==> config.mk <==
export PLATFORM = sky130hd
export DESIGN_NAME = prbs_link_top
export DESIGN_NICKNAME = d
export VERILOG_FILES = /design/src/rtl/link_pkg.sv /design/src/rtl/prbs_pkg.sv /design/src/rtl/lane_delay_line.sv /design/src/rtl/link_bucket_counter.sv /design/src/rtl/link_fsm.sv /design/src/rtl/prbs_checker.sv /design/src/rtl/prbs_gen.sv /design/src/rtl/prbs_link_top.sv
export VERILOG_INCLUDE_DIRS = /design/src /design/src/include
export SDC_FILE = /design/constraint.sdc
export NUM_CORES = 1
export LEC_CHECK = 0
export BUFFER_PORTS_ARGS = -buffer_cell sky130_fd_sc_hd__buf_2
export CORE_ASPECT_RATIO = 1.25
export CORE_MARGIN = 2
export CORE_UTILIZATION = 25
export DETAILED_ROUTE_END_ITERATION = 7
export PLACE_DENSITY = 0.5
export SLEW_MARGIN = 15
export SYNTH_ARGS = -nofsm -noshare
export SYNTH_HDL_FRONTEND = slang
export SYNTH_SLANG_ARGS = --single-unit
==> constraint.sdc <==
create_clock -name clkout1 -period 3.7 [get_ports clkout1]
set_clock_uncertainty 0.2 [all_clocks]
set_input_delay 0.555 -clock clkout1 [delete_from_list [all_inputs] [get_ports clkout1]]
set_output_delay 0.555 -clock clkout1 [all_outputs]
set_load 0.05 [all_outputs]
==> src/include/prbs_link_params.svh <==
`ifndef PRBS_LINK_PARAMS_SVH
`define PRBS_LINK_PARAMS_SVH

//--------------------------------------------------------------------
// PRBS pattern
//--------------------------------------------------------------------

// PRBS-7, x^7 + x^6 + 1
`define PRBS_POLY_LEN 7
// Second feedback tap
`define PRBS_POLY_TAP 6
// Bits produced per fabric cycle
`define PRBS_WORD_W 8

//--------------------------------------------------------------------
// Lane fan-out
//--------------------------------------------------------------------

// One lane per loopback channel
`define N_LANES 28

//--------------------------------------------------------------------
// Leaky-bucket link counter
//--------------------------------------------------------------------

`define LINK_CTR_W 7
// Link rises here, counter saturates here
`define LINK_CTR_MAX 67
// Penalty per cycle with any lane mismatch
`define LINK_CTR_DROP 34

`endif

==> src/rtl/link_pkg.sv <==
package link_pkg;

   //-----------------------------------------------------------------
   // Link state machine
   //-----------------------------------------------------------------

   // Two-state link indication, matches the status bit encoding
   typedef enum logic [0:0] {
      LINK_DOWN = 1'b0,
      LINK_UP   = 1'b1
   } link_state_t;

   //-----------------------------------------------------------------
   // Bucket counter commands
   //-----------------------------------------------------------------

   // Hold, clear to zero, +1 saturating, -DROP floored at zero
   typedef enum logic [1:0] {
      BKT_HOLD  = 2'd0,
      BKT_CLEAR = 2'd1,
      BKT_INC   = 2'd2,
      BKT_DROP  = 2'd3
   } bucket_cmd_t;

   //-----------------------------------------------------------------
   // Status seen at the top level
   //-----------------------------------------------------------------

   typedef struct packed {
      logic link_up;
      // Sticky, set by any link-down cycle since reset
      logic link_down_latched;
   } link_status_t;

endpackage

==> src/rtl/prbs_pkg.sv <==
`include "prbs_link_params.svh"

package prbs_pkg;

   // Raw PRBS word and the LFSR state behind it
   typedef logic [`PRBS_WORD_W-1:0] prbs_word_t;
   typedef logic [`PRBS_POLY_LEN-1:0] prbs_state_t;

   // One lane beat, valid goes high with the first word after reset
   typedef struct packed {
      logic       valid;
      prbs_word_t data;
   } lane_word_t;

   // All lanes side by side, lane 0 in the low bits
   typedef lane_word_t [`N_LANES-1:0] lane_bus_t;

   // Run the LFSR one word ahead; bit 0 is the oldest bit on the wire
   function automatic prbs_word_t prbs_next_word(input prbs_state_t state);
      prbs_state_t lfsr;
      prbs_word_t  word;
      logic        fb;
      int          i;
      lfsr = state;
      for (i = 0; i < `PRBS_WORD_W; i++) begin
         fb      = lfsr[`PRBS_POLY_TAP-1] ^ lfsr[`PRBS_POLY_LEN-1];
         word[i] = fb;
         // Newest bit enters at the LSB
         lfsr    = {lfsr[`PRBS_POLY_LEN-2:0], fb};
      end
      return word;
   endfunction

   // LFSR state left behind by a word, i.e. its last POLY_LEN bits reversed
   function automatic prbs_state_t prbs_tail_state(input prbs_word_t word);
      prbs_state_t state;
      int          i;
      for (i = 0; i < `PRBS_POLY_LEN; i++) begin
         state[i] = word[`PRBS_WORD_W-1-i];
      end
      return state;
   endfunction

endpackage

==> src/rtl/lane_delay_line.sv <==
`timescale 1ns/1ps
`include "prbs_link_params.svh"

module lane_delay_line (
   input  logic                  clkout1,
   input  logic                  link_down_latched_reset_sync,
   input  prbs_pkg::lane_word_t  i_word,
   output prbs_pkg::lane_bus_t   o_lanes
);

   // Stage k drives lane k with a lag of k+1 cycles behind the generator
   logic [`N_LANES-1:0]                      valid_q;
   logic [`N_LANES-1:0][`PRBS_WORD_W-1:0]    data_q;

   // Cleared valid chain keeps stale words away from the checkers
   always_ff @(posedge clkout1) begin
      if (link_down_latched_reset_sync) begin
         valid_q <= '0;
      end else begin
         valid_q <= {valid_q[`N_LANES-2:0], i_word.valid};
      end
   end

   // Payload shifts one stage per cycle
   always_ff @(posedge clkout1) begin
      if (link_down_latched_reset_sync) begin
         data_q <= '0;
      end else begin
         data_q <= {data_q[`N_LANES-2:0], i_word.data};
      end
   end

   //--------------------------------------------------------------------
   // Lane outputs
   //--------------------------------------------------------------------

   for (genvar k = 0; k < `N_LANES; k++) begin : g_lane
      assign o_lanes[k] = '{valid: valid_q[k], data: data_q[k]};
   end

endmodule

==> src/rtl/link_bucket_counter.sv <==
`timescale 1ns/1ps
`include "prbs_link_params.svh"

module link_bucket_counter (
   input  logic                   clkout1,
   input  logic                   link_down_latched_reset_sync,
   input  link_pkg::bucket_cmd_t  i_cmd,
   output logic                   o_at_max,
   output logic                   o_drop_empties
);

   localparam logic [`LINK_CTR_W-1:0] CTR_MAX  = `LINK_CTR_W'(`LINK_CTR_MAX);
   localparam logic [`LINK_CTR_W-1:0] CTR_DROP = `LINK_CTR_W'(`LINK_CTR_DROP);

   logic [`LINK_CTR_W-1:0] count_q;

   //--------------------------------------------------------------------
   // Command execution
   //--------------------------------------------------------------------

   always_ff @(posedge clkout1) begin
      if (link_down_latched_reset_sync) begin
         count_q <= '0;
      end else begin
         case (i_cmd)
            link_pkg::BKT_CLEAR: count_q <= '0;
            // Saturate at the link-up threshold
            link_pkg::BKT_INC: begin
               if (count_q < CTR_MAX) begin
                  count_q <= count_q + 1'b1;
               end
            end
            // Floor at zero, no wrap
            link_pkg::BKT_DROP: begin
               if (count_q > CTR_DROP) begin
                  count_q <= count_q - CTR_DROP;
               end else begin
                  count_q <= '0;
               end
            end
            default: count_q <= count_q;
         endcase
      end
   end

   //--------------------------------------------------------------------
   // Threshold flags
   //--------------------------------------------------------------------

   assign o_at_max       = (count_q == CTR_MAX);
   // Next drop would empty the bucket
   assign o_drop_empties = (count_q <= CTR_DROP);

endmodule

==> src/rtl/link_fsm.sv <==
`timescale 1ns/1ps
`include "prbs_link_params.svh"

module link_fsm (
   input  logic                    clkout1,
   input  logic                    link_down_latched_reset_sync,
   input  logic [`N_LANES-1:0]     i_lane_match,
   input  logic                    i_at_max,
   input  logic                    i_drop_empties,
   output link_pkg::bucket_cmd_t   o_cmd,
   output link_pkg::link_status_t  o_status
);

   link_pkg::link_state_t state_q;
   link_pkg::link_state_t state_d;
   // Any lane failed its PRBS compare this cycle
   logic                  any_err;
   logic                  latched_q;

   assign any_err = ~(&i_lane_match);

   //--------------------------------------------------------------------
   // Leaky-bucket decision
   //--------------------------------------------------------------------

   always_comb begin
      state_d = state_q;
      o_cmd   = link_pkg::BKT_HOLD;
      case (state_q)
         // Down: need LINK_CTR_MAX clean cycles in a row
         link_pkg::LINK_DOWN: begin
            if (any_err) begin
               o_cmd = link_pkg::BKT_CLEAR;
            end else if (!i_at_max) begin
               o_cmd = link_pkg::BKT_INC;
            end else begin
               state_d = link_pkg::LINK_UP;
            end
         end
         // Up: errors cost LINK_CTR_DROP, clean cycles earn 1 back
         link_pkg::LINK_UP: begin
            if (any_err) begin
               o_cmd = link_pkg::BKT_DROP;
               // Bucket runs dry on this drop
               if (i_drop_empties) begin
                  state_d = link_pkg::LINK_DOWN;
               end
            end else begin
               o_cmd = link_pkg::BKT_INC;
            end
         end
      endcase
   end

   //--------------------------------------------------------------------
   // State and sticky link-down flag
   //--------------------------------------------------------------------

   always_ff @(posedge clkout1) begin
      if (link_down_latched_reset_sync) begin
         state_q   <= link_pkg::LINK_DOWN;
         latched_q <= 1'b0;
      end else begin
         state_q <= state_d;
         // Set on any down cycle, so also right after reset
         if (state_q == link_pkg::LINK_DOWN) begin
            latched_q <= 1'b1;
         end
      end
   end

   assign o_status = '{link_up: (state_q == link_pkg::LINK_UP), link_down_latched: latched_q};

endmodule

==> src/rtl/prbs_checker.sv <==
`timescale 1ns/1ps

module prbs_checker (
   input  logic                  clkout1,
   input  logic                  link_down_latched_reset_sync,
   input  prbs_pkg::lane_word_t  i_rx,
   output logic                  o_match
);

   // Previous rx beat used as the LFSR seed
   logic                  prev_valid;
   prbs_pkg::prbs_word_t  prev_data;
   // Expected current word
   prbs_pkg::prbs_word_t  predicted;
   logic                  match_q;

   //--------------------------------------------------------------------
   // Prediction
   //--------------------------------------------------------------------

   // Self-synchronizing seed taken from the received stream itself
   // A bad word therefore fails itself and the word after it
   assign predicted = prbs_pkg::prbs_next_word(prbs_pkg::prbs_tail_state(prev_data));

   always_ff @(posedge clkout1) begin
      if (link_down_latched_reset_sync) begin
         prev_valid <= 1'b0;
         match_q    <= 1'b1;
      end else begin
         prev_valid <= i_rx.valid;
         // Nothing to compare until two valid words in a row
         if (i_rx.valid && prev_valid) begin
            match_q <= (predicted == i_rx.data);
         end else begin
            match_q <= 1'b1;
         end
      end
   end

   // Last rx data seeds the next prediction
   always_ff @(posedge clkout1) begin
      if (link_down_latched_reset_sync) begin
         prev_data <= '0;
      end else begin
         prev_data <= i_rx.data;
      end
   end

   // One cycle behind the rx word
   assign o_match = match_q;

endmodule

==> src/rtl/prbs_gen.sv <==
`timescale 1ns/1ps
`include "prbs_link_params.svh"

module prbs_gen (
   input  logic                   clkout1,
   input  logic                   link_down_latched_reset_sync,
   input  logic                   i_force_error,
   output prbs_pkg::lane_word_t   o_word
);

   // LFSR state seeded with all ones
   prbs_pkg::prbs_state_t state_q;
   // Delayed force input for edge detect
   logic                  force_dly;
   logic                  inject;
   logic                  valid_q;
   prbs_pkg::prbs_word_t  clean_word;
   prbs_pkg::prbs_word_t  data_q;

   //--------------------------------------------------------------------
   // Word generation
   //--------------------------------------------------------------------

   // Next 8 bits of the pattern from the current state
   assign clean_word = prbs_pkg::prbs_next_word(state_q);

   // Single-cycle pulse on the rising edge of the force input
   assign inject = i_force_error & ~force_dly;

   always_ff @(posedge clkout1) begin
      if (link_down_latched_reset_sync) begin
         state_q   <= '1;
         force_dly <= 1'b0;
         valid_q   <= 1'b0;
      end else begin
         // State follows the clean word so an injected error hits one word only
         state_q   <= prbs_pkg::prbs_tail_state(clean_word);
         force_dly <= i_force_error;
         valid_q   <= 1'b1;
      end
   end

   // Error flips bit 0 of the outgoing word
   always_ff @(posedge clkout1) begin
      if (link_down_latched_reset_sync) begin
         data_q <= '0;
      end else begin
         data_q <= clean_word ^ {{(`PRBS_WORD_W-1){1'b0}}, inject};
      end
   end

   //--------------------------------------------------------------------
   // Output beat
   //--------------------------------------------------------------------

   assign o_word = '{valid: valid_q, data: data_q};

endmodule

==> src/rtl/prbs_link_top.sv <==
`timescale 1ns/1ps
`include "prbs_link_params.svh"

module prbs_link_top (
   input  logic                    clkout1,
   input  logic                    link_down_latched_reset_sync,
   input  logic                    i_force_error,
   output prbs_pkg::lane_bus_t     o_tx_lanes,
   input  prbs_pkg::lane_bus_t     i_rx_lanes,
   output link_pkg::link_status_t  o_status
);

   // Generator output before fan-out
   prbs_pkg::lane_word_t   gen_word;
   // Per-lane compare result, 1 means clean
   logic [`N_LANES-1:0]    lane_match;
   link_pkg::bucket_cmd_t  bucket_cmd;
   logic                   at_max;
   logic                   drop_empties;

   //--------------------------------------------------------------------
   // Transmit side
   //--------------------------------------------------------------------

   prbs_gen prbs_gen_inst (
      .clkout1                      (clkout1),
      .link_down_latched_reset_sync (link_down_latched_reset_sync),
      .i_force_error                (i_force_error),
      .o_word                       (gen_word)
   );

   // Lane k lags the generator by k+1 cycles
   lane_delay_line lane_delay_line_inst (
      .clkout1                      (clkout1),
      .link_down_latched_reset_sync (link_down_latched_reset_sync),
      .i_word                       (gen_word),
      .o_lanes                      (o_tx_lanes)
   );

   //--------------------------------------------------------------------
   // Receive side, one checker per looped-back lane
   //--------------------------------------------------------------------

   for (genvar g = 0; g < `N_LANES; g++) begin : g_chk
      prbs_checker prbs_checker_inst (
         .clkout1                      (clkout1),
         .link_down_latched_reset_sync (link_down_latched_reset_sync),
         .i_rx                         (i_rx_lanes[g]),
         .o_match                      (lane_match[g])
      );
   end

   //--------------------------------------------------------------------
   // Link management
   //--------------------------------------------------------------------

   link_bucket_counter link_bucket_counter_inst (
      .clkout1                      (clkout1),
      .link_down_latched_reset_sync (link_down_latched_reset_sync),
      .i_cmd                        (bucket_cmd),
      .o_at_max                     (at_max),
      .o_drop_empties               (drop_empties)
   );

   // Acts on the raw match vector, no extra pipeline stage
   link_fsm link_fsm_inst (
      .clkout1                      (clkout1),
      .link_down_latched_reset_sync (link_down_latched_reset_sync),
      .i_lane_match                 (lane_match),
      .i_at_max                     (at_max),
      .i_drop_empties               (drop_empties),
      .o_cmd                        (bucket_cmd),
      .o_status                     (o_status)
   );

endmodule

-- Word-level counts from Yosys, hierarchy flattened
Index checks and enable logic that the tools add are counted.
- register bits: 558
- input port bits: 255
- logic and storage cells: 494
- output and inout port bits: 254
- equality and inequality tests: 33
- magnitude comparators: 3
- add/sub/neg operators: 2
- mux-type cells: 13
- bitwise gates (word level): 264
- reduce and logical (&&, ||, !) cells: 59
- operator list (cell ; count):
    $xor A1 B1 Y1 ; 232
    $eq A8 B8 Y1 ; 28
    $reduce_or A2 Y1 ; 28
    $not A1 Y1 ; 30
    $logic_and A1 B1 Y1 ; 28
    $reduce_and A28 Y1 ; 1
    $pmux W7 S3 ; 1
    $mux W7 ; 2
    $xor A8 B1 Y8 ; 1
    $add A7 B1 Y7 const B ; 1
    $eq A7 B7 Y1 const B ; 1
    $gt A7 B6 Y1 const B ; 1
    $le A7 B6 Y1 const B ; 1
    $lt A7 B7 Y1 const B ; 1
    $sub A7 B6 Y7 const B ; 1
    $mux W1 ; 6
    $eq A2 B2 Y1 const B ; 2
    $mux W2 ; 2
    $pmux W2 S2 ; 1
    $reduce_bool A3 Y1 ; 1
    $eq A2 B1 Y1 const B ; 1
    $ne A2 B1 Y1 const B ; 1
    $pmux W1 S2 ; 1
    $reduce_and A2 Y1 ; 1
    $and A1 B1 Y1 ; 1

-- Longest topological paths before layout
Gate-level depths: netlist of run 1.
- depth after elaboration: 7
- mapped depth: 7
- mapped depth without buffers: 7

-- Modules after synthesis
A second synthesis of run 1 with hierarchy kept.
- cells, all modules: 1694
- area total of the unflattened synthesis: 18455.2 µm²
- modules (own cells, without submodules) (module ; area each (µm²) ; seq. area each (µm²) ; times used ; cells each):
    prbs_checker ; 370.4 ; 180.2 ; 28 ; 36
    lane_delay_line ; 6752.7 ; 5044.8 ; 1 ; 532
    link_bucket_counter ; 665.6 ; 140.1 ; 1 ; 87
    prbs_gen ; 504.2 ; 340.3 ; 1 ; 46
    link_fsm ; 162.7 ; 40.0 ; 1 ; 21

-- Worst setup path before layout of run 1
OpenSTA, ideal clock, no wires.
- path type: reg-to-reg
- start point: register link_bucket_counter_inst.count_q[3]
- end point: register link_bucket_counter_inst.count_q[3]
- data required time: 3434 ps
- period minus slack after synthesis: 2041 ps
- stages on the path, launching flop included: 7
- setup time: 66 ps
- data arrival time: 1775 ps
- buffers on the path: 1
- slack: 1659 ps
- path through: dfxtp_1 -> buf_6 -> or4_4 -> o31ai_4 -> a31oi_1 -> a311o_1 -> a21oi_2
- word-level cells in the longest chain between the ends: 7
- elaborated cells between the ends (all ways): 17
- those cells by class: 2 x add/sub; 2 x order compare; 5 x eq/ne; 6 x mux; 2 x reduce/logical
- ends and longest elaborated chain (item ; RTL line ; RTL):
    from (decl) ; link_bucket_counter.sv:15 ; logic [`LINK_CTR_W-1:0] count_q;
    from (signal assigned) ; link_bucket_counter.sv:30 ; count_q <= count_q + 1'b1;
    from (signal assigned) ; link_bucket_counter.sv:36 ; count_q <= count_q - CTR_DROP;
    from (signal assigned) ; link_bucket_counter.sv:41 ; default: count_q <= count_q;
    $eq A7 B7 Y1 ; link_bucket_counter.sv:50 ; assign o_at_max = (count_q == CTR_MAX);
    $mux W2 ; link_fsm.sv:34 ; end else if (!i_at_max) begin
    $mux W2 ; link_fsm.sv:32 ; if (any_err) begin
    $pmux W2 S2 ; link_fsm.sv:29 ; case (state_q)
    $eq A2 B2 Y1 / $eq A2 B1 Y1 (equally long branches) ; link_bucket_counter.sv:25 ; case (i_cmd)
    $ne A2 B1 Y1 (no source line) / $reduce_bool A3 Y1 (equally long branches) ; n/a ;
    $reduce_and A2 Y1 (no source line) ; n/a ;
Parallel ways exist; a longest one is shown, timed or not. The select of a mux whose other input is x is not followed.
A chain may end at the register's enable or synchronous reset.

-- Worst setup path in the final report of run 1
- start point: input i_rx_lanes[168] (netlist name)
- end point: register g_chk[18].prbs_checker_inst.match_q
- word-level cells in the longest chain between the ends: 1
- ends and longest elaborated chain (item ; RTL line ; RTL):
    from (decl) ; prbs_link_top.sv:9 ; input prbs_pkg::lane_bus_t i_rx_lanes,
    $eq A8 B8 Y1 ; prbs_checker.sv:33 ; match_q <= (predicted == i_rx.data);
    to (signal assigned) ; prbs_checker.sv:33 ;
    to (decl) ; prbs_checker.sv:15 ; logic match_q;
Every way passes these cells.

==> impl_metrics.json, run 1 <==
{
  "area_growth_pct": 41.48,
  "min_path_cells": 2,
  "boundaryPins": 509,
  "r2r-start": "link_bucket_counter_inst.count_q[2]",
  "grt_max_degree": 69,
  "die_w_um": 248.1,
  "synthArstFlopShare_pct": 0,
  "finalSetupViolations": 0,
  "ys_warn_count": 0,
  "synth_common_cells": "530 x dfxtp_1, 479 x nor2b_1, 197 x xor2_1",
  "slew_headroom_pct": 51.60,
  "power_density_mw_per_mm2": 503.1,
  "ctsResizeCount": 0,
  "report.power.total_mw": 13.25,
  "die_area_sq_mm": 0.07670,
  "ff_latch_area_sq_mm": 0.01061,
  "nNetsFinal": 2750,
  "dp_hpwl_um": 38770,
  "fp.coreArea_sq_mm": 0.07361,
  "layoutNonFillerInstCount": 3497,
  "outcome": "completed",
  "syn_area_per_cell_sq_um": 10.66,
  "grt_pass1_wl_um": 78290,
  "multi_input_area_sq_mm": 0.007689,
  "fin_setup_tns_ps": 0,
  "required_ps": 3930,
  "crit_path_end_kind": "register",
  "whs_endpoint": "g_chk[25].prbs_checker_inst.prev_data[2]",
  "maxSlewViolCount": 0,
  "cp_data_arrival_time_ps": 2670,
  "cts_buffer_depth": 3,
  "wl_um": 52110,
  "rsz0062_at_grt": "no",
  "final_layout_size_suffix_gt1_share_pct": 24.87,
  "yosys_most_used_dff": "dfxtp_1",
  "setup_ws_ps": 1260,
  "die_y_um": 309.1,
  "worstRegToRegCells": 5,
  "dr.pass1.iters": 4,
  "synth_seq_cells": 530,
  "cts_sinks": 530,
  "cts_hold_buf": 223,
  "cts_tree": "done",
  "peakVddDrop_mv": 0.4365,
  "worst_setup_hold_path_clk_slew_ps": 60,
  "antenna_found_initial": 7,
  "fmax_mhz": 409.9,
  "hp-class": "input pin to register",
  "synth_area_sq_mm": 0.01862,
  "synth_seq_area_share_pct": 56.98,
  "drt_first_iter_violations": 449,
  "viasPerCell": 4.134,
  "gp_congestion": 0.7828,
  "dp.cells": 3169,
  "drc": 0,
  "worstSkewPairLatency_ps": 600,
  "cts_buffers": 56,
  "root_buffer": "clkbuf_16",
  "synth.distinct_cells": 55,
  "cts_setup_buffers": 0,
  "grt-ovfl-total": 0,
  "routedWlPerCell_um": 14.90,
  "maxCapViolations": 0,
  "min_from": "i_rx_lanes[227]",
  "track_usage_pct": 12.94,
  "via_count": 14460,
  "fillers": 7423,
  "finalHoldViolations": 0,
  "synth.area.top_cells": "dfxtp_1 57%, nor2b_1 16%, xor2_1 9.3%, and3_1 2.5%, nor3_1 2.3%",
  "yosysMostFrequentCell": "dfxtp_1",
  "synth_edf_count": 0,
  "port_buffers": 508,
  "reg2reg_setup_slack_ps": 1500,
  "fin_crit_sh_pct": 65.94,
  "pre_cts_slack_ps": 1078,
  "synthDominantCellAreaShare_pct": 56.98,
  "htree_num_levels": 2,
  "critPathLaunchType": "input pin",
  "grt_pass1_vias": 14700,
  "timing.rr.end": "link_bucket_counter_inst.count_q[3]",
  "rows": 111,
  "drtAntennaViolNets": 0,
  "start_util_pct": 25.30,
  "period_needed_ps": 2440,
  "synth_top_area_cell": "dfxtp_1",
  "syn_inst": 1747,
  "crit_fanout": 4,
  "p_leak_nw": 12.02,
  "syn_nets": 2007,
  "worst_pin_slew_ps": 716.8,
  "path_class": "input pin to register"
}
==> layout make-up <==
cell class | instances | share of cell area [%]
clock buffers | 71 | 5.842
repair buffers | 746 | 18.73
clock inverters | 30 | 1.230
inverters | 10 | 0.1425
flip-flops and latches | 530 | 40.27
multi-input cells | 1146 | 29.18
diodes | 4 | 0.03799
well taps | 960 | 4.559
==> worst max-delay path, cell delays in order <==
cell and delay (ps):
dlygate4sd3_1 530, buf_2 130, xor2_1 170, or3_1 320, a211oi_1 240, a31oi_1 60, o311ai_0 660
==> registers in the layout (all words and copies together) (netlist names) <==
register                            count
lane_delay_line_inst.o_lanes          224
g_chk.prbs_checker_inst.prev_data     196
g_chk.prbs_checker_inst.o_match        28
g_chk.prbs_checker_inst.prev_valid     28
lane_delay_line_inst.valid_q           28
prbs_gen_inst.data_q                    8
link_bucket_counter_inst.count_q        7
prbs_gen_inst.state_q                   7
link_fsm_inst.latched_q                 1
link_fsm_inst.state_q                   1
prbs_gen_inst.force_dly                 1
prbs_gen_inst.valid_q                   1
==> through the flow <==
stage	utilization (%)	instance area, sq um	hold slack [ps]
after floorplan	-	18620	153.5
after global placement	30.21	22240	158.7
after detailed placement	30.21	22240	163.8
after CTS	35.78	26340	1.573
after global routing	35.79	26340	12.01
final	35.79	26350	55.03
==> power by group <==
group          switching, mW  total (mW)  internal (mW)
Clock                   2.35        5.70           3.35
Combinational          0.737        1.41          0.673
Sequential             0.167        6.14           5.97
Total                   3.25        13.3           10.0
==> placed cells by master (no fill, tap or decap), types with 6 or more instances in the layout <==
cell type,netlist,final
or3_1,8,8
dfxtp_1,530,530
a211oi_1,9,9
buf_2,0,507
a21oi_1,9,9
bufinv_16,0,6
nor3_1,87,87
clkbuf_16,0,57
nor2_1,24,24
a31oi_1,12,12
xnor2_1,31,31
mux2i_1,18,18
clkbuf_8,1,6
clkinv_2,0,16
nor2b_1,479,479
inv_1,9,9
clkbuf_1,53,8
buf_4,2,12
o22ai_1,40,40
nand4_1,8,8
xor2_1,197,197
and3_1,74,74
dlygate4sd3_1,0,223
o21ai_0,6,6
and2_1,7,7
a21o_1,6,6
o211ai_1,22,22
nand3_1,22,22
nand2_1,34,34
==> per-layer routing <==
layer / wire (um) / vias up / share of wire (%) / GRT usage (%)
met2: 26290 / 351 / 50 / 23.51
met4: 1313 / 4 / 2.5 / 4.097
met5: 27 / - / 0.052 / 0
met3: 3095 / 83 / 5.9 / 3.063
li1: - / 7278 / - / -
met1: 21390 / 6739 / 41 / 14.80
==> how the worst max path moves through the flow <==
stage | start | depth (start not counted) | to | slack (ps)
after floorplan | link_bucket_counter_inst.count_q[3] | 6 | link_bucket_counter_inst.count_q[3] | 1660
after global placement | i_rx_lanes[168] | 6 | g_chk[18].prbs_checker_inst.o_match | 1190
after detailed placement | i_rx_lanes[168] | 6 | g_chk[18].prbs_checker_inst.o_match | 1080
after CTS | i_rx_lanes[168] | 7 | g_chk[18].prbs_checker_inst.o_match | 1210
after global routing | i_rx_lanes[168] | 7 | g_chk[18].prbs_checker_inst.o_match | 1190
final | i_rx_lanes[168] | 7 | g_chk[18].prbs_checker_inst.o_match | 1260
==> kinds of logic after synthesis <==
logic type	Yosys count	share of synthesized area (%)
AOI/OAI and AO/OA	127	4.784
xor gates and xnor gates	228	10.72
adders and majority gates	5	0.3360
buffers and inverters	71	1.733
DFF	530	56.98
muxes	20	1.088
and+or+nand+nor	766	24.36
Power figures use the tool's default switching activity.
==> run 2, diff against run 1 <==
--- a/config.mk
+++ b/config.mk
@@ -11,7 +11,7 @@
 export CORE_MARGIN = 2
 export CORE_UTILIZATION = 25
 export DETAILED_ROUTE_END_ITERATION = 7
-export PLACE_DENSITY = 0.5
+export PLACE_DENSITY = 0.52
 export SLEW_MARGIN = 15
 export SYNTH_ARGS = -nofsm -noshare
 export SYNTH_HDL_FRONTEND = slang
==> constraint.sdc (replaced) <==
create_clock -name clkout1 -period 2.1 [get_ports clkout1]
set_clock_uncertainty 0.2 [all_clocks]
set_input_delay 0.315 -clock clkout1 [delete_from_list [all_inputs] [get_ports clkout1]]
set_output_delay 0.315 -clock clkout1 [all_outputs]
set_load 0.05 [all_outputs]
==> impl_metrics.json, run 2 (synthesis gave the netlist of run 1 again) <==
{
  "setup_ws_ps": 84.86,
  "dp.cells": 3182,
  "cts_tree": "done",
  "worstSkewPairLatency_ps": 610,
  "cell_internal_pwr_mw": 18.18,
  "power_switching_mw": 5.879,
  "pre_cts_slack_ps": -341.9,
  "largest_register_ff_count": 224,
  "crit_path_end_kind": "output pin",
  "timing.rr.end": "link_bucket_counter_inst.count_q[3]",
  "crit_fanout": 6,
  "fmax_mhz": 496.2,
  "viasPerCell": 4.151,
  "worstRegToRegCells": 7,
  "slew_headroom_pct": 70.80,
  "layoutNonFillerInstCount": 3558,
  "min_path_cells": 3,
  "maxCapViolations": 0,
  "report.power.total_mw": 24.06,
  "drt_first_iter_violations": 484,
  "fin_area_sq_mm": 0.02713,
  "die_w_um": 248.1,
  "htree_num_levels": 2,
  "port_buffers": 508,
  "final_common_cell": "dfxtp_1",
  "wl_met2_um": 26490,
  "fin_setup_tns_ps": 0,
  "wl_met3_um": 3186,
  "period_needed_ps": 2015,
  "drtAntennaViolNets": 0,
  "cts_buffer_depth": 3,
  "finalHoldViolations": 0,
  "drc": 0,
  "slowest_stage": "dfxtp_1",
  "clkPwrFrac_pct": 44.2,
  "grt_pass1_vias": 15370,
  "antenna_found_initial": 7,
  "p_leak_nw": 12.42,
  "combPwrFrac_pct": 10.8,
  "final_cell_mix": "527 x dfxtp_1, 507 x buf_2, 479 x nor2b_1, 266 x dlygate4sd3_1, 197 x xor2_1",
  "via_count": 14770,
  "topRoutingLayerUsed": "met5",
  "wl_um": 52920,
  "wl_met1_um": 21670,
  "start_util_pct": 25.30,
  "grt-ovfl-total": 0,
  "min_from": "link_down_latched_reset_sync",
  "root_buffer": "clkbuf_16",
  "max_stage_delay_ps": 450,
  "hp-class": "input pin to register",
  "pwr-share-seq_pct": 45.0,
  "grt_pass1_wl_um": 79880,
  "cts_sinks": 530,
  "required_ps": 1580,
  "dr.pass1.iters": 4,
  "whs_endpoint": "g_chk[14].prbs_checker_inst.prev_data[7]",
  "cts_buffers": 58,
  "finalSetupViolations": 0,
  "placed_area_sq_mm": 0.02240,
  "maxSlewViolCount": 0,
  "peakVddDrop_mv": 0.6337,
  "final_layout_size_suffix_gt1_share_pct": 25.34,
  "die_area_sq_mm": 0.07670,
  "cp_top_family": "flip-flops",
  "worstPathCellList": "buf_2",
  "track_usage_pct": 13.17,
  "power_density_mw_per_mm2": 886.7,
  "gp_congestion": 0.8128,
  "cp_data_arrival_time_ps": 1500,
  "nNetsFinal": 2808,
  "rows": 111,
  "critPathBufInv": 1,
  "boundaryPins": 509,
  "critPathLaunchType": "register",
  "dp_hpwl_um": 38610,
  "outcome": "completed",
  "reg2reg_setup_slack_ps": 100,
  "r2r-start": "g_chk[18].prbs_checker_inst.o_match",
  "switching_share_pct": 24.44,
  "die_y_um": 309.1,
  "rsz0062_at_grt": "yes",
  "fp.coreArea_sq_mm": 0.07361,
  "fin_crit_sh_pct": 95.96,
  "grt_max_degree": 84,
  "area_growth_pct": 45.70,
  "path_class": "register to output pin",
  "worst_setup_hold_path_clk_slew_ps": 60,
  "routedWlPerCell_um": 14.87,
  "worst_pin_slew_ps": 436.0
}
-- run 2: cell count changes in the layout (fill, tap and decap cells not counted), sizes merged, moves of 2 or more --
| cell | before | now |
|---|---|---|
| clkinv | 18 | 14 |
| buf | 523 | 536 |
| inv | 11 | 13 |
| clkbuf | 71 | 79 |
| dlygate4sd3 | 223 | 266 |
-- run 2: repair_timing --
action / 4_1_cts / 5_1_grt
endpoints found under the setup margin: 1 / 6
setup buffers: 0 / 0
pin swaps: 0 / 4
hold buffers: 266 / 0
resized for setup: 1 / 10
hold endpoints to repair: 254 / 0
-- run 2: worst min-delay path, cell delays in order --
cell     delay, ps
buf_8          180
buf_12         210
nor2b_1        100
-- run 2: layer usage --
| layer | GRT usage [%] | vias up |
|---|---|---|
| met2 | 23.93 | 414 |
| li1 | - | 7384 |
| met5 | 0 | - |
| met4 | 4.499 | 2 |
| met3 | 3.219 | 99 |
| met1 | 14.87 | 6872 |
-- run 2: worst max-delay path by stage --
| stage | startpoint | to | cells past startpoint | slack (ps) |
|---|---|---|---|---|
| final | link_fsm_inst.state_q | o_status[1] | 1 | 80 |
| after CTS | g_chk[9].prbs_checker_inst.prev_data[7] | g_chk[9].prbs_checker_inst.o_match | 5 | 10 |
| after floorplan | link_bucket_counter_inst.count_q[3] | link_bucket_counter_inst.count_q[3] | 6 | 60 |
| after detailed placement | i_rx_lanes[87] | g_chk[9].prbs_checker_inst.o_match | 6 | -340 |
| after global placement | i_rx_lanes[87] | g_chk[9].prbs_checker_inst.o_match | 6 | -280 |
| after global routing | g_chk[17].prbs_checker_inst.o_match | link_bucket_counter_inst.count_q[3] | 7 | -10 |
-- run 2: cell type report --
class / count / area (sq um)
Antenna cell: 5 / 12.51
Clock buffer: 79 / 1734
Clock inverter: 26 / 287.8
Fill cell: 7334 / 46480
Inverter: 10 / 37.54
Multi-Input combinational cell: 1146 / 7715
Sequential cell: 530 / 10610
Tap cell: 960 / 1201
Timing Repair Buffer: 802 / 5529
-- run 2: per-stage QoR --
step / utilization [%] / hold WS (ps)
detailed placement: 30.43 / 168.4
global placement: 30.43 / 163.5
finish: 36.86 / 52.14
CTS: 36.80 / 13.43
floorplan: - / 153.5
global route: 36.85 / 30.99
-- run 2: power by group through the flow --
stage / clock network [mW] / logic, mW / registers, mW
6_report: 10.6 / 2.61 / 10.8
3_5_place_dp: 0 / 2.19 / 11.0
4_1_cts: 11.0 / 2.62 / 10.8
5_1_grt: 11.4 / 2.87 / 10.9
2_1_floorplan: 0 / 1.19 / 11.2
3_3_place_gp: 0 / 2.16 / 11.0
==> run 3, diff against run 2 <==
--- a/config.mk
+++ b/config.mk
@@ -8,7 +8,7 @@
 export LEC_CHECK = 0
 export BUFFER_PORTS_ARGS = -buffer_cell sky130_fd_sc_hd__buf_2
 export CORE_ASPECT_RATIO = 1.25
-export CORE_MARGIN = 2
+export CORE_MARGIN = 5
 export CORE_UTILIZATION = 25
 export DETAILED_ROUTE_END_ITERATION = 7
 export PLACE_DENSITY = 0.52
==> impl_metrics.json, run 3 (synthesis gave the netlist of run 1 again) <==
{
  "outcome": "completed",
  "reg2reg_setup_slack_ps": 20,
  "fin_crit_sh_pct": 98.88,
  "hold-worst-slack_ps": 48.87,
  "cts_sinks": 530,
  "fillers": 7449,
  "grt-ovfl-total": 0,
  "worstSkewPairLatency_ps": 610,
  "grt_util_met2_pct": 23.05,
  "cts_buffers": 58,
  "gp_congestion": 0.8069,
  "crit_path_start": "link_bucket_counter_inst.count_q[2]",
  "crit_fanout": 5,
  "area_growth_pct": 44.86,
  "required_ps": 2440,
  "cts_tree": "done",
  "p_leak_nw": 12.34,
  "timing.rr.end": "link_bucket_counter_inst.count_q[3]",
  "cp_data_arrival_time_ps": 2420,
  "grt_pass1_wl_um": 82400,
  "fp.coreArea_sq_mm": 0.07427,
  "die_y_um": 315.1,
  "finalSetupViolations": 0,
  "drt_first_iter_violations": 538,
  "final_layout_size_suffix_gt1_share_pct": 24.99,
  "final_cell_mix": "529 x dfxtp_1, 507 x buf_2, 479 x nor2b_1, 259 x dlygate4sd3_1, 197 x xor2_1",
  "via_count": 14790,
  "top_usage_layer": "met2",
  "routedWlPerCell_um": 15.16,
  "largest_register_ff_count": 224,
  "nNetsFinal": 2804,
  "die_w_um": 254.1,
  "rows": 112,
  "dp_hpwl_um": 39520,
  "slew_headroom_pct": 61.22,
  "hp-class": "input pin to register",
  "grt_pass1_vias": 15520,
  "cts_buffer_depth": 3,
  "power_density_mw_per_mm2": 884.0,
  "period_needed_ps": 2076,
  "worst_pin_slew_ps": 574.4,
  "maxSlewViolCount": 0,
  "gr-usage-met3_pct": 3.317,
  "wl_um": 54040,
  "r2r-start": "link_bucket_counter_inst.count_q[2]",
  "drc": 0,
  "root_buffer": "clkbuf_16",
  "endpoint": "link_bucket_counter_inst.count_q[3]",
  "worst_setup_hold_path_clk_slew_ps": 60,
  "met1_usage_pct": 14.75,
  "final_common_cell": "dfxtp_1",
  "fin_setup_tns_ps": 0,
  "crit_path_end_kind": "register",
  "worstRegToRegCells": 5,
  "path_class": "register to register",
  "drtAntennaViolNets": 0,
  "die_area_sq_mm": 0.08008,
  "viasPerCell": 4.150,
  "grt_max_degree": 60,
  "start_util_pct": 25.07,
  "critPathLaunchType": "register",
  "fmax_mhz": 481.6,
  "peakVddDrop_mv": 0.6701,
  "boundaryPins": 509,
  "track_usage_pct": 12.78,
  "finalHoldViolations": 0,
  "port_buffers": 508,
  "dr.pass1.iters": 5,
  "antenna_found_initial": 10,
  "htree_num_levels": 2,
  "maxCapViolations": 0
}
-- run 3: cell types whose count changed in the layout (fill, tap and decap cells not counted), moves of 2 or more --
cell           previous run  this run
clkbuf_8                 14         7
buf_4                    19        25
clkbuf_1                  4        14
bufinv_16                 5         7
dlygate4sd3_1           266       259
dfxtp_2                   3         1
clkbuf_16                61        59
clkinv_2                 11        13
dfxtp_1                 527       529
buf_12                    8         6
inv_6                     4         2
diode_2                   5         7
clkinvlp_4                4         1
-- run 3: power by group --
part | total, mW | internal, mW | switching [mW]
logic | 2.60 | 1.26 | 1.35
clock network | 10.4 | 6.25 | 4.17
registers | 10.8 | 10.5 | 0.295
total | 23.8 | 18.0 | 5.81
-- run 3: worst max-delay path, cell delays in order (launching register included) --
cell     delay [ps]
dfxtp_1         350
or4_4           580
o31ai_4         300
a31oi_1         120
a311o_1         350
a21oi_2         110
-- run 3: timing repair --
action,in CTS,in global routing
hold endpoints to repair,256,0
endpoints found under the setup margin,0,2
resized for setup,0,3
hold buffers,259,0
setup buffers,0,0
-- run 3: area by class of cell --
type	instances	area, sq um	area share [%]
sequential	530	10610	39.34
antenna	7	17.52	0.06494
tap	969	1212	4.495
timing repair buffer	798	5453	20.21
multi-input combinational	1146	7697	28.54
inverter	10	37.54	0.1392
clock inverter	25	320.3	1.187
clock buffer	80	1625	6.025
-- run 3: worst min-delay path by stage --
stage                                                      start                             endpoint  slack, ps  depth (start not counted)
after floorplan            g_chk[0].prbs_checker_inst.prev_valid   g_chk[0].prbs_checker_inst.o_match        150                          1
after global placement     g_chk[6].prbs_checker_inst.prev_valid   g_chk[6].prbs_checker_inst.o_match        160                          1
after detailed placement  g_chk[25].prbs_checker_inst.prev_valid  g_chk[25].prbs_checker_inst.o_match        160                          1
after CTS                                         i_rx_lanes[18]   g_chk[2].prbs_checker_inst.o_match         10                          4
after global routing                              i_rx_lanes[18]   g_chk[2].prbs_checker_inst.o_match         50                          4
final                                             i_rx_lanes[18]   g_chk[2].prbs_checker_inst.o_match         50                          4
-- run 3: routing by layer --
layer | up-vias | share of wire [%]
li1 | 7377 | -
met1 | 6866 | 40
met2 | 442 | 50
met3 | 105 | 6.5
met4 | 4 | 2.8
met5 | - | 0.050
-- run 3: stage by stage --
stage	util [%]	cell area, sq um	std cells	worst slack (ps)	power [mW]
6_report	36.32	26970	3565	23.55	23.85
4_1_cts	36.28	26950	3558	56.06	24.29
3_3_place_gp	30.17	22410	3194	12.32	13.19
5_1_grt	36.31	26970	3563	-27.73	24.99
3_5_place_dp	30.17	22410	3194	75.59	13.24
2_1_floorplan	-	18620	1747	59.41	12.44
